===== src/wb_pkg.sv =====
`default_nettype none

package wb_pkg;

    localparam int ADR_W = 2;
    localparam int DAT_W = 16;

    // register map.
    localparam logic [ADR_W-1:0] ADR_DATA   = 2'd0;
    localparam logic [ADR_W-1:0] ADR_LAST   = 2'd1;
    localparam logic [ADR_W-1:0] ADR_STATUS = 2'd2;

    // status word layout.
    localparam int STAT_LEVEL_LSB = 0;
    localparam int STAT_LEVEL_W   = 4;
    localparam int STAT_EMPTY     = 4;
    localparam int STAT_AEMPTY    = 5;
    localparam int STAT_AFULL     = 6;
    localparam int STAT_FULL      = 7;
    localparam int STAT_OVERFLOW  = 8;

endpackage

`default_nettype wire


===== src/stream_pkg.sv =====
`default_nettype none

package stream_pkg;

    // one byte of a frame, tagged when it closes the frame.
    typedef struct packed {
        logic       last;
        logic [7:0] data;
    } byte_entry_t;

    // per-frame result; the sum wraps modulo 2^16 and the count modulo 256.
    typedef struct packed {
        logic [15:0] sum;
        logic [7:0]  len;
    } frame_result_t;

    localparam int DATA_DEPTH   = 8;
    localparam int RESULT_DEPTH = 4;

    // almost-full is raised this many entries short of the depth.
    localparam int AFULL_LEVEL  = 1;
    // almost-empty is raised at or below this fill level.
    localparam int AEMPTY_LEVEL = 1;

    localparam int DATA_LEVEL_W = $clog2(DATA_DEPTH + 1);

endpackage

`default_nettype wire

===== src/fifo_if.sv =====
`timescale 1ns/1ps
`default_nettype none

interface fifo_if #(
    parameter type payload_t = logic
);

    logic     push;
    payload_t push_data;
    logic     full;
    logic     almost_full;

    logic     pop;
    payload_t pop_data;
    logic     empty;
    logic     almost_empty;

    // producer and consumer are the views of the FIFO's neighbours.
    modport producer (output push, push_data, input full, almost_full);
    modport consumer (output pop, input pop_data, empty, almost_empty);

    // the FIFO itself sees both sides with the directions turned around.
    modport fifo_wr (input push, push_data, output full, almost_full);
    modport fifo_rd (input pop, output pop_data, empty, almost_empty);

endinterface

`default_nettype wire


===== src/stream_buffer_top.sv =====
`timescale 1ns/1ps
`default_nettype none

module stream_buffer_top (
    input  logic                     clk,
    input  logic                     rst_n,
    input  logic                     wb_cyc,
    input  logic                     wb_stb,
    input  logic                     wb_we,
    input  logic [wb_pkg::ADR_W-1:0] wb_adr,
    input  logic [wb_pkg::DAT_W-1:0] wb_dat_w,
    output logic [wb_pkg::DAT_W-1:0] wb_dat_r,
    output logic                     wb_ack,
    output logic                     out_valid,
    output logic [15:0]              out_sum,
    output logic [7:0]               out_len,
    input  logic                     out_ready
);
    import stream_pkg::*;

    logic [DATA_LEVEL_W-1:0] data_level;
    logic                    data_overflow;

    fifo_if #(.payload_t(byte_entry_t))   data_if ();
    fifo_if #(.payload_t(frame_result_t)) result_if ();

    wb_frame_port u_port (
        .clk          (clk),
        .rst_n        (rst_n),
        .wb_cyc       (wb_cyc),
        .wb_stb       (wb_stb),
        .wb_we        (wb_we),
        .wb_adr       (wb_adr),
        .wb_dat_w     (wb_dat_w),
        .wb_dat_r     (wb_dat_r),
        .wb_ack       (wb_ack),
        .data_push    (data_if.producer),
        .level        (data_level),
        .empty        (data_if.empty),
        .almost_empty (data_if.almost_empty),
        .overflow     (data_overflow)
    );

    sync_fifo #(
        .payload_t (byte_entry_t),
        .DEPTH     (DATA_DEPTH)
    ) u_data_fifo (
        .clk       (clk),
        .rst_n     (rst_n),
        .wr        (data_if.fifo_wr),
        .rd        (data_if.fifo_rd),
        .level     (data_level),
        .overflow  (data_overflow),
        .underflow ()
    );

    frame_checksum u_checksum (
        .clk   (clk),
        .rst_n (rst_n),
        .src   (data_if.consumer),
        .dst   (result_if.producer)
    );

    // the checksum stage never pushes into a full result FIFO.
    sync_fifo #(
        .payload_t (frame_result_t),
        .DEPTH     (RESULT_DEPTH)
    ) u_result_fifo (
        .clk       (clk),
        .rst_n     (rst_n),
        .wr        (result_if.fifo_wr),
        .rd        (result_if.fifo_rd),
        .level     (),
        .overflow  (),
        .underflow ()
    );

    assign out_valid     = !result_if.empty;
    assign result_if.pop = out_valid && out_ready;
    assign out_sum       = result_if.pop_data.sum;
    assign out_len       = result_if.pop_data.len;

endmodule

`default_nettype wire


===== src/frame_checksum.sv =====
`timescale 1ns/1ps
`default_nettype none

module frame_checksum (
    input  logic     clk,
    input  logic     rst_n,
    fifo_if.consumer src,
    fifo_if.producer dst
);
    import stream_pkg::*;

    logic [15:0]   sum_acc;
    logic [7:0]    len_acc;
    logic [15:0]   sum_next;
    logic [7:0]    len_next;
    logic          take;
    logic          pend_valid;
    frame_result_t pend;
    byte_entry_t   entry;

    assign entry = src.pop_data;

    // no byte is taken while a finished frame still waits for room.
    assign take = !src.empty && !pend_valid;

    assign sum_next = sum_acc + {8'd0, entry.data};
    assign len_next = len_acc + 8'd1;

    always_ff @(posedge clk or negedge rst_n) begin
        if (!rst_n) begin
            sum_acc <= '0;
            len_acc <= '0;
        end else if (take) begin
            if (entry.last) begin
                sum_acc <= '0;
                len_acc <= '0;
            end else begin
                sum_acc <= sum_next;
                len_acc <= len_next;
            end
        end
    end

    // take implies no pending result, so set and clear never meet.
    always_ff @(posedge clk or negedge rst_n) begin
        if (!rst_n) begin
            pend_valid <= 1'b0;
        end else if (take && entry.last) begin
            pend_valid <= 1'b1;
        end else if (dst.push) begin
            pend_valid <= 1'b0;
        end
    end

    always_ff @(posedge clk) begin
        if (take && entry.last) begin
            pend.sum <= sum_next;
            pend.len <= len_next;
        end
    end

    assign src.pop       = take;
    assign dst.push      = pend_valid && !dst.full;
    assign dst.push_data = pend;

endmodule

`default_nettype wire


===== src/wb_frame_port.sv =====
`timescale 1ns/1ps
`default_nettype none

module wb_frame_port (
    input  logic                                clk,
    input  logic                                rst_n,
    input  logic                                wb_cyc,
    input  logic                                wb_stb,
    input  logic                                wb_we,
    input  logic [wb_pkg::ADR_W-1:0]            wb_adr,
    input  logic [wb_pkg::DAT_W-1:0]            wb_dat_w,
    output logic [wb_pkg::DAT_W-1:0]            wb_dat_r,
    output logic                                wb_ack,
    fifo_if.producer                            data_push,
    input  logic [stream_pkg::DATA_LEVEL_W-1:0] level,
    input  logic                                empty,
    input  logic                                almost_empty,
    input  logic                                overflow
);
    import wb_pkg::*;
    import stream_pkg::*;

    logic             req;
    logic             wr_byte;
    logic             clr_ovf;
    logic             ovf_sticky;
    logic [DAT_W-1:0] status;
    byte_entry_t      entry;

    // a new access is one the port has not yet acknowledged.
    assign req     = wb_cyc && wb_stb && !wb_ack;
    assign wr_byte = req && wb_we && (wb_adr == ADR_DATA || wb_adr == ADR_LAST);
    assign clr_ovf = req && wb_we && (wb_adr == ADR_STATUS);

    always_ff @(posedge clk or negedge rst_n) begin
        if (!rst_n) begin
            wb_ack <= 1'b0;
        end else begin
            wb_ack <= req;
        end
    end

    // the sticky bit catches bytes lost to a full data FIFO.
    always_ff @(posedge clk or negedge rst_n) begin
        if (!rst_n) begin
            ovf_sticky <= 1'b0;
        end else if (overflow) begin
            ovf_sticky <= 1'b1;
        end else if (clr_ovf) begin
            ovf_sticky <= 1'b0;
        end
    end

    always_comb begin
        status = '0;
        status[STAT_LEVEL_LSB +: STAT_LEVEL_W] = level;
        status[STAT_EMPTY]    = empty;
        status[STAT_AEMPTY]   = almost_empty;
        status[STAT_AFULL]    = data_push.almost_full;
        status[STAT_FULL]     = data_push.full;
        status[STAT_OVERFLOW] = ovf_sticky;
    end

    // read data is captured with the ack and only means something while ack is high.
    always_ff @(posedge clk) begin
        if (req && !wb_we) begin
            wb_dat_r <= (wb_adr == ADR_STATUS) ? status : '0;
        end
    end

    assign entry.data = wb_dat_w[7:0];
    assign entry.last = (wb_adr == ADR_LAST);

    // the byte enters the FIFO on the edge that raises ack.
    assign data_push.push      = wr_byte;
    assign data_push.push_data = entry;

endmodule

`default_nettype wire


===== src/sync_fifo.sv =====
`timescale 1ns/1ps
`default_nettype none

module sync_fifo #(
    parameter type payload_t = logic,
    parameter int  DEPTH     = stream_pkg::DATA_DEPTH
) (
    input  logic                       clk,
    input  logic                       rst_n,
    fifo_if.fifo_wr                    wr,
    fifo_if.fifo_rd                    rd,
    output logic [$clog2(DEPTH+1)-1:0] level,
    output logic                       overflow,
    output logic                       underflow
);
    import stream_pkg::*;

    localparam int PTR_W = (DEPTH > 1) ? $clog2(DEPTH) : 1;
    localparam int CNT_W = $clog2(DEPTH + 1);

    payload_t         mem [DEPTH];
    logic [PTR_W-1:0] wr_ptr;
    logic [PTR_W-1:0] rd_ptr;
    logic [CNT_W-1:0] count;
    logic             do_push;
    logic             do_pop;

    assign do_push = wr.push && !wr.full;
    assign do_pop  = rd.pop && !rd.empty;

    // a push and a pop in the same cycle leave the occupancy as it is.
    always_ff @(posedge clk or negedge rst_n) begin
        if (!rst_n) begin
            count <= '0;
        end else begin
            case ({do_push, do_pop})
                2'b10:   count <= count + 1'b1;
                2'b01:   count <= count - 1'b1;
                default: count <= count;
            endcase
        end
    end

    always_ff @(posedge clk or negedge rst_n) begin
        if (!rst_n) begin
            wr_ptr <= '0;
        end else if (do_push) begin
            if (wr_ptr == PTR_W'(DEPTH - 1)) begin
                wr_ptr <= '0;
            end else begin
                wr_ptr <= wr_ptr + 1'b1;
            end
        end
    end

    always_ff @(posedge clk or negedge rst_n) begin
        if (!rst_n) begin
            rd_ptr <= '0;
        end else if (do_pop) begin
            if (rd_ptr == PTR_W'(DEPTH - 1)) begin
                rd_ptr <= '0;
            end else begin
                rd_ptr <= rd_ptr + 1'b1;
            end
        end
    end

    always_ff @(posedge clk) begin
        if (do_push) begin
            mem[wr_ptr] <= wr.push_data;
        end
    end

    // the head entry is shown as soon as it is written.
    assign rd.pop_data = mem[rd_ptr];

    assign wr.full         = (count == CNT_W'(DEPTH));
    assign wr.almost_full  = (count >= CNT_W'(DEPTH - AFULL_LEVEL));
    assign rd.empty        = (count == '0);
    assign rd.almost_empty = (count <= CNT_W'(AEMPTY_LEVEL));

    assign level     = count;
    assign overflow  = wr.push && wr.full;
    assign underflow = rd.pop && rd.empty;

endmodule

`default_nettype wire


===== config.mk =====
export PLATFORM = sky130hd
export DESIGN_NAME = stream_buffer_top
export DESIGN_NICKNAME = d
export VERILOG_FILES = /design/src/wb_pkg.sv /design/src/stream_pkg.sv /design/src/fifo_if.sv /design/src/stream_buffer_top.sv /design/src/frame_checksum.sv /design/src/wb_frame_port.sv /design/src/sync_fifo.sv
export SDC_FILE = /design/constraint.sdc
export NUM_CORES = 1
export LEC_CHECK = 0
export BUFFER_PORTS_ARGS = -buffer_cell sky130_fd_sc_hd__buf_2
export CAP_MARGIN = 10
export CORE_MARGIN = 4
export CORE_UTILIZATION = 44
export CTS_CLUSTER_SIZE = 10
export DETAILED_ROUTE_END_ITERATION = 8
export SETUP_SLACK_MARGIN = 0.4
export SYNTH_ARGS = -nofsm -noshare
export SYNTH_HDL_FRONTEND = slang
export SYNTH_SLANG_ARGS = --single-unit

===== constraint.sdc =====
create_clock -name clk -period 4 [get_ports clk]
set_input_delay 0.6 -clock clk [delete_from_list [all_inputs] [get_ports clk]]
set_output_delay 0.6 -clock clk [all_outputs]
set_load 0.005 [all_outputs]

After elaboration in Yosys (flattened, before gate mapping). Memories as Yosys holds them, arrays and structs flattened. Cells that the tools add are included. W data, S select, Z words.

Register bits: 84. RAM bits: 168. Input bits: 24. Output and inout port bits: 42. Logic and storage cells: 87. Memories kept: 2.

Add/subtract/negate cells: 10. Magnitude comparators: 2. Equality and inequality tests: 12. Muxes and demuxes: 16. Reductions and logical operators: 30.

Memories: u_result_fifo.mem (depth 4, bits a word 24, rd ports 1, clocked after memory_dff 0, write ports 1, RTL line sync_fifo.sv:21) `payload_t mem [DEPTH];`; u_data_fifo.mem (depth 8, bits a word 9, rd ports 1, clocked after memory_dff 0, write ports 1, RTL line sync_fifo.sv:21).

Operators with widths (number): $add A16 B8 Y16 (1); $mux W16 (1); $logic_and A1 B1 Y1 (15); $eq A2 B2 Y1 const B (5); $add A3 B1 Y3 const B (3); $eq A3 B3 Y1 const B (3); $add A8 B1 Y8 const B (1); $mux W1 (8); $mux W8 (1); $pmux W4 S2 (1); $reduce_bool A2 Y1 (4); $logic_not A1 Y1 (7); $eq A2 B1 Y1 const B (3); $mux W3 (2); $pmux W3 S2 (1); $add A2 B1 Y2 const B (2); $add A4 B1 Y4 const B (1); $eq A4 B4 Y1 const B (1); $ge A4 B3 Y1 const B (1); $le A4 B1 Y1 const B (1); $logic_not A4 Y1 (1); $mux W2 (2); $sub A4 B1 Y4 const B (1); $logic_not A3 Y1 (1); other kinds (3) (3).

Depth between registers and ports, before layout. Gate-level depths: netlist of the first run.

Word-level depth: 7. Mapped depth: 11. Depth with buffers taken out: 10.

Modules after synthesis. Synthesis of the first run repeated with hierarchy kept, for this count alone.

Cells, all modules: 605. Area, all modules: 10405.0 µm².

Modules (own cells, without submodules): sync_fifo (u_result_fifo) (times used 1, cells an instance 182, area each 4031.4 µm², sequential area each 3057.9 µm²); sync_fifo (u_data_fifo) (times used 1, cells an instance 166, area each 3415.8 µm², sequential area each 2412.3 µm²); frame_checksum (times used 1, cells an instance 209, area each 2396.0 µm², sequential area each 1346.3 µm²); wb_frame_port (times used 1, cells an instance 46, area each 551.8 µm², sequential area each 320.3 µm²); stream_buffer_top (times used 1, cells an instance 2, area each 10.0 µm², sequential area each 0.0 µm²).

Least setup slack after synthesis of the first run. OpenSTA, ideal clock, no wires.

Kind: register to register. Start: register u_data_fifo.rd_ptr[0]. End: register u_checksum.pend (netlist bit u_checksum.dst.push_data[18]), data pin. Setup time: 0.263 ns. Arrival time: 3.209 ns. Setup slack: 0.528 ns. Cell stages (with the launch flop): 12. Cell sequence: dfrtp_1 buf_2 buf_2 mux4_2 mux2_2 ha_1 fa_1 a211oi_1 o211ai_1 nand2_1 nor2_1 xor2_1.

Longest elaborated chain between the ends: 2.

RTL lines: start: declaration (RTL line sync_fifo.sv:23) `logic [PTR_W-1:0] rd_ptr;`; start signal: assignment (RTL line sync_fifo.sv:63) `rd_ptr <= rd_ptr + 1'b1;`; $mem_v2 Z8 W9; $add A16 B8 Y16 (RTL line frame_checksum.sv:26) `assign sum_next = sum_acc + {8'd0, entry.data};`; via u_checksum.sum_next[10] (RTL line frame_checksum.sv:14) `logic [15:0] sum_next;`; end: declaration (RTL line frame_checksum.sv:18) `frame_result_t pend;`.

The timed path passes the listed nets, and every way through them passes these cells. A chain may end at the register's enable or synchronous reset.

Worst setup path after layout of the first run.
Start: register u_data_fifo.rd_ptr[0]. End: register u_checksum.sum_acc[7].

Longest elaborated chain between the ends: 3.

RTL lines: $mem_v2 Z8 W9; $add A16 B8 Y16 (RTL line frame_checksum.sv:26); via u_checksum.sum_next[7] (RTL line frame_checksum.sv:14); $mux W16 (RTL line frame_checksum.sv:34) `if (entry.last) begin`; end signal: assignment (RTL line frame_checksum.sv:38) `sum_acc <= sum_next;`; end: declaration (RTL line frame_checksum.sv:12) `logic [15:0] sum_acc;`.

The timed path passes the listed nets, and every way through them passes these cells.

==> metrics.md, run 1 <==
| Metric | Value |
|---|---|
| DRC | `0` |
| Worst Setup Path Type | `reg2reg` |
| VDD IR-drop max | `359 uV` |
| Fin. max-slew vios | `0` |
| Pleak | `4.22 nW` |
| Fmax | `290 MHz` |
| Setup Skew | `0.00784 ns` |
| Largest net degree at the start of global routing | `45` |
| Worst Path Arrival | `3.91 ns` |
| Post-synth EDFFs | `201` |
| Post-Syn Instances | `572` |
| Clock Latency Late Sink | `0.52 ns` |
| Final wirelength | `17,700 um` |
| Clock sink total | `245` |
| Endpoints failing setup | `0` |
| Reg2Reg Depth | `9` |
| DR iter-0 viols | `335` |
| Share of layout cells above drive strength 1 | `0.243` |
| GR Overflow Total | `0` |
| Full die area | `25,200 um2` |
| # hold bufs at CTS | `0` |
| Post-layout min period | `3.44 ns` |
| Buffers added on ports | `50` |
| Worst-Margin Slew | `1.06 ns` |
| Crit path required time | `4.46 ns` |
| Hold Path Class | `in2async` |
| Synth Area in Adders | `0.0328` |
| Critical Path Start Type | `register` |
| Final hold violations | `0` |
| Starting density of the core | `0.452` |
| DR vias | `5,122` |
| RSZ-0062 raised after global routing | `false` |
| Antenna Cells | `0` |
| Area Growth Syn to Fin | `14.8%` |
| Post-Route Setup TNS | `0 ns` |
| Clock root buffer | `clkbuf_16` |
| Die H | `159 um` |
| GRT Resource Usage Total | `0.146` |
| Compound-Gate Fraction of Synth Area | `0.0411` |
| Num CTS Buffers | `28` |
| Core area | `22,100 um2` |
| Pwr dens | `775 nW/um2` |
| Synth area leader | `edfxtp_1` |
| Xor/xnor cell area share of the yosys netlist | `0.0228` |
| Fin Hold WS | `0.268 ns` |
| Top post-synthesis cells by area | `edfxtp_1 60%, dfrtp_1 11%, mux4_2 9.5%` |
| Status | `finished clean` |
| Post-DP HPWL | `11,200 um` |
| Final Cell Area | `11,500 um2` |
| Routed length per instance | `18.5 um` |
| Most frequent cell after synthesis | `edfxtp_1` |
| Post-Route Utilization | `0.519` |
| CTS H-tree lvls | `1` |
| Slew headroom | `0.291` |
| Crit-path max FO | `9` |
| Vias in the first global route | `5,319` |
| Vias per Instance | `5.36` |
| Initial antenna violation count | `0` |
| Largest family of logic cells by synthesized area | `multiplexers` |
| CP endpoint kind | `register` |
| Simple-gate share of the synthesized area | `0.0571` |
| Final GP Congestion | `0.811` |
| Area after DPL | `10,600 um2` |
| Post-synth top area share | `0.604` |
| Period utilisation layout | `0.861` |
| FF-to-FF setup slack | `0.56 ns` |
| Worst R2R Start | `u_data_fifo.rd_ptr[0]` |
| Maximum Capacitance Violations | `0` |
| Placement Rows | `54` |
| Die width | `159 um` |
| Syn avg cell area | `17.5 um2` |
| Ports | `66` |
| Ys flop type | `edfxtp_1` |
| CTS tree | `built` |
| Seq/Total Area, Yosys | `0.714` |
| Critical path startpoint | `u_data_fifo.rd_ptr[0]` |
| Final ANT Viol Nets | `0` |
| First-pass GRT wire length | `29,000 um` |
| Yosys cell types | `50` |
| FF+latch count, synth | `245` |
| Warnings, synthesis | `0` |
| Mux share of post-synthesis cell area | `0.112` |
| Nets | `703` |
| Synth top cells by count | `201 x edfxtp_1, 44 x dfrtp_1, 44 x nand2_1` |
| Mapped cell area | `9990 um2` |
| DR pass1 iterations | `4` |
| Clock-pin slew on the worst setup and hold paths | `0.05 ns` |
| Max clock buf depth | `3` |
| Post-synth ARST share | `0.180` |
| FF-to-FF End | `u_checksum.sum_acc[7]` |
## state kept, by name, summed over array words and instances, names as in the netlist
name	cells
u_data_fifo.level	4
u_result_fifo.mem	96
u_data_fifo.mem	72
u_result_fifo.wr_ptr	2
u_data_fifo.wr_ptr	3
u_port.wb_ack	1
u_result_fifo.level	3
u_data_fifo.rd_ptr	3
u_port.wb_dat_r	9
u_checksum.sum_acc	16
u_port.ovf_sticky	1
u_checksum.pend_valid	1
u_checksum.dst.push_data	24
u_checksum.len_acc	8
u_result_fifo.rd_ptr	2
## layout by cell type, fill, tap and decap left out, drive strengths merged, types with 11 or more instances in the layout
| cell type | n |
|---|---|
| buf | 71 |
| xnor2 | 14 |
| nand2 | 45 |
| dfrtp | 44 |
| mux2 | 12 |
| nor2 | 14 |
| mux4 | 42 |
| edfxtp | 201 |
| xor2 | 12 |
| a21oi | 11 |
| ha | 23 |
| clkbuf | 49 |
| o21ai | 16 |
| nand3 | 15 |
| inv | 15 |
## worst max-delay path, cell delays in order (launching register included)
cell and delay [ns]:
dfrtp_2 0.50, buf_4 0.25, mux4_2 0.50, mux2_2 0.31, ha_1 0.35, o211ai_1 0.26, o21ai_0 0.22, or4b_2 0.65
o2111ai_1 0.16, a22o_1 0.17
## cell families after synthesis
family,count (synthesis)
xor gates and xnor gates,26
adders and majority gates,25
muxes,57
buffers and inverters,40
AOI/OAI and AO/OA,62
other,1
DFF,245
and+or+nand+nor,116
## area by class of cell
| cell class | count | area (um2) |
|---|---|---|
| Fill cell | 1832 | 10600 |
| Inverter | 15 | 56.3 |
| Sequential cell | 245 | 7140 |
| Timing Repair Buffer | 71 | 428 |
| Tap cell | 280 | 350 |
| Multi-Input combinational cell | 293 | 2700 |
| Clock inverter | 2 | 20.0 |
| Clock buffer | 49 | 779 |
## metal layers
metal,track usage,wire [um]
met5,0,0
met1,0.199,7850
met2,0.247,8850
met4,0.0345,338
met3,0.0272,675
## metrics by stage
step           worst slack [ns]  power (mW)  instances
3_3_place_gp              0.459        6.60        902
4_1_cts                   0.417        8.97        953
3_5_place_dp              0.423        6.71        902
6_report                  0.557        8.88        955
2_1_floorplan             0.528        5.80        578
5_1_grt                   0.421        9.49        955
## how the worst max path moves through the flow
stage | to | slack, ns
after floorplan | u_checksum.dst.push_data[18] | 0.53
after global placement | u_checksum.sum_acc[10] | 0.46
after detailed placement | u_checksum.sum_acc[10] | 0.42
after CTS | u_checksum.sum_acc[10] | 0.42
after global routing | u_checksum.sum_acc[7] | 0.42
final | u_checksum.sum_acc[7] | 0.56
## timing repair
item,4_1_cts,5_1_grt
buffers inserted,0,1
resized for setup,0,3
endpoints found under the setup margin,0,15
## power by group
| part | internal, mW | switching, mW | total [mW] |
|---|---|---|---|
| clock | 1.31 | 0.923 | 2.23 |
| combinational | 1.24 | 1.50 | 2.74 |
| sequential | 3.54 | 0.368 | 3.91 |
| total | 6.09 | 2.79 | 8.88 |
Power figures use the tool's default switching activity.
==> run 2: changes to the inputs <==
CORE_ASPECT_RATIO = 1.25   (was unset)
==> metrics.md, run 2 (synthesis gave the netlist of run 1 again) <==
| Metric | Value |
|---|---|
| Status | `finished clean` |
| Crit path required time | `4.48 ns` |
| Reg2Reg Depth | `9` |
| DR iter-0 viols | `235` |
| Fmax | `296 MHz` |
| DR pass1 iterations | `4` |
| Clock root buffer | `clkbuf_16` |
| Ports | `66` |
| Largest register FFs | `96` |
| Critical-path cell list | `buf_6, mux4_2, mux2_2, ha_1, a211oi_1, o21ai_0, or4b_2, o2111ai_1, a22o_1` |
| Vias in the first global route | `5,456` |
| Die width | `143 um` |
| DRC | `0` |
| Fillers | `1,851` |
| Placement Rows | `61` |
| Clock-pin slew on the worst setup and hold paths | `0.06 ns` |
| Largest net degree at the start of global routing | `45` |
| First-pass GRT wire length | `29,100 um` |
| Starting density of the core | `0.448` |
| Reg with most FFs | `u_result_fifo.mem` |
| GR Overflow Total | `0` |
| FF-to-FF setup slack | `0.63 ns` |
| Clock sink total | `245` |
| Setup Skew | `0.0255 ns` |
| Hold Path Class | `in2async` |
| Max clock buf depth | `3` |
| Antenna Cells | `0` |
| Commonest non-fill, non-tap cell in the layout | `edfxtp_1` |
| Fin. max-slew vios | `0` |
| Num CTS Buffers | `28` |
| Post-layout min period | `3.37 ns` |
| Tot Pwr | `8.83 mW` |
| Levels on crit path | `9` |
| Worst-Margin Slew | `1.07 ns` |
| Footprint of the multi-input gates | `2700 um2` |
| Pwr dens | `772 nW/um2` |
| Core area | `22,300 um2` |
| Full die area | `25,200 um2` |
| Final hold violations | `0` |
| RSZ-0062 raised after global routing | `false` |
| Buffers added on ports | `50` |
| Critical Path Start Type | `register` |
| Area Growth Syn to Fin | `14.5%` |
| Crit-path max FO | `21` |
| Final wirelength | `17,800 um` |
| Endpoints failing setup | `0` |
| Most frequent cells in the layout | `201 x edfxtp_1, 50 x buf_2, 43 x nand2_1, 43 x dfrtp_1, 42 x mux4_2` |
| CP top delay family | `compound AO/OA/AOI/OAI gates` |
| Post-DP HPWL | `11,500 um` |
| Final ANT Viol Nets | `0` |
| VDD IR-drop max | `415 uV` |
| Vias per Instance | `5.37` |
| Worst Path Arrival | `3.85 ns` |
| FF-to-FF End | `u_checksum.sum_acc[7]` |
| CTS tree | `built` |
| CP endpoint kind | `register` |
| Slowest cell on crit path | `or4b_2` |
| Post-Route Setup TNS | `0 ns` |
| Period utilisation layout | `0.844` |
| Critical path startpoint | `u_data_fifo.rd_ptr[0]` |
| Nets | `700` |
| Final GP Congestion | `0.891` |
| Pleak | `4.20 nW` |
| CTS H-tree lvls | `1` |
| Crit path to | `u_checksum.sum_acc[7]` |
| Clock Latency Late Sink | `0.54 ns` |
| Buf/Inv on CP | `1` |
| DR vias | `5,137` |
| Maximum Capacitance Violations | `0` |
| Share of layout cells above drive strength 1 | `0.241` |
| Post-Route Utilization | `0.513` |
| Initial antenna violation count | `0` |
| Worst R2R Start | `u_data_fifo.rd_ptr[0]` |
| Worst Setup Path Type | `reg2reg` |
| Slowest cell delay on critical path | `0.66 ns` |
| Die H | `176 um` |
| GRT Resource Usage Total | `0.145` |
| Reg area | `7140 um2` |
| Slew headroom | `0.285` |
| Routed length per instance | `18.6 um` |
run 2: final cells by class:
class	count	share of cell area
sequential	245	0.624
clock buffer	50	0.0685
inverter	15	0.00492
multi-input combinational	293	0.236
clock inverter	2	0.00186
timing repair buffer	68	0.0340
tap	283	0.0310
run 2: repair_timing:
| action | CTS | global route |
|---|---|---|
| setup buffers | 0 | 0 |
| setup endpoints to repair | 0 | 7 |
| hold buffers | 0 | 0 |
| resized for setup | 0 | 4 |
run 2: metal layers:
metal | wire [um] | share of wire | global-route usage | vias to the layer above
met5 | 0 | 0 | 0 | -
met4 | 393 | 0.022 | 0.0408 | 0
met3 | 801 | 0.045 | 0.0241 | 32
met2 | 9300 | 0.52 | 0.257 | 124
met1 | 7300 | 0.41 | 0.185 | 2609
li1 | - | - | - | 2372
run 2: worst min-delay path by stage:
stage / startpoint / end / slack, ns / cells after the start
final: rst_n / u_result_fifo.level[1] / 0.28 / 1
after global routing: wb_dat_w[7] / u_data_fifo.mem[7][7] / 0.33 / 1
after CTS: rst_n / u_checksum.sum_acc[6] / 0.30 / 1
after detailed placement: u_checksum.sum_acc[0] / u_checksum.sum_acc[0] / 0.48 / 2
after global placement: u_checksum.sum_acc[0] / u_checksum.sum_acc[0] / 0.46 / 2
after floorplan: rst_n / u_checksum.len_acc[0] / 0.30 / 0
run 2: power by group:
group / total, mW / leakage (nW) / switching (mW) / internal [mW]
sequential: 3.89 / 2.40 / 0.349 / 3.54
clock: 2.24 / 0.382 / 0.926 / 1.31
combinational: 2.70 / 1.42 / 1.50 / 1.20
total: 8.83 / 4.20 / 2.77 / 6.06
run 2: per-stage QoR:
stage,setup WS (ns),instance area [um2],std cells,hold WS (ns)
final,0.625,11400,956,0.279
after detailed placement,0.517,10600,904,0.476
after CTS,0.486,11400,956,0.305
after global routing,0.458,11400,956,0.332
after global placement,0.572,10600,904,0.458
after floorplan,0.528,10000,578,0.304
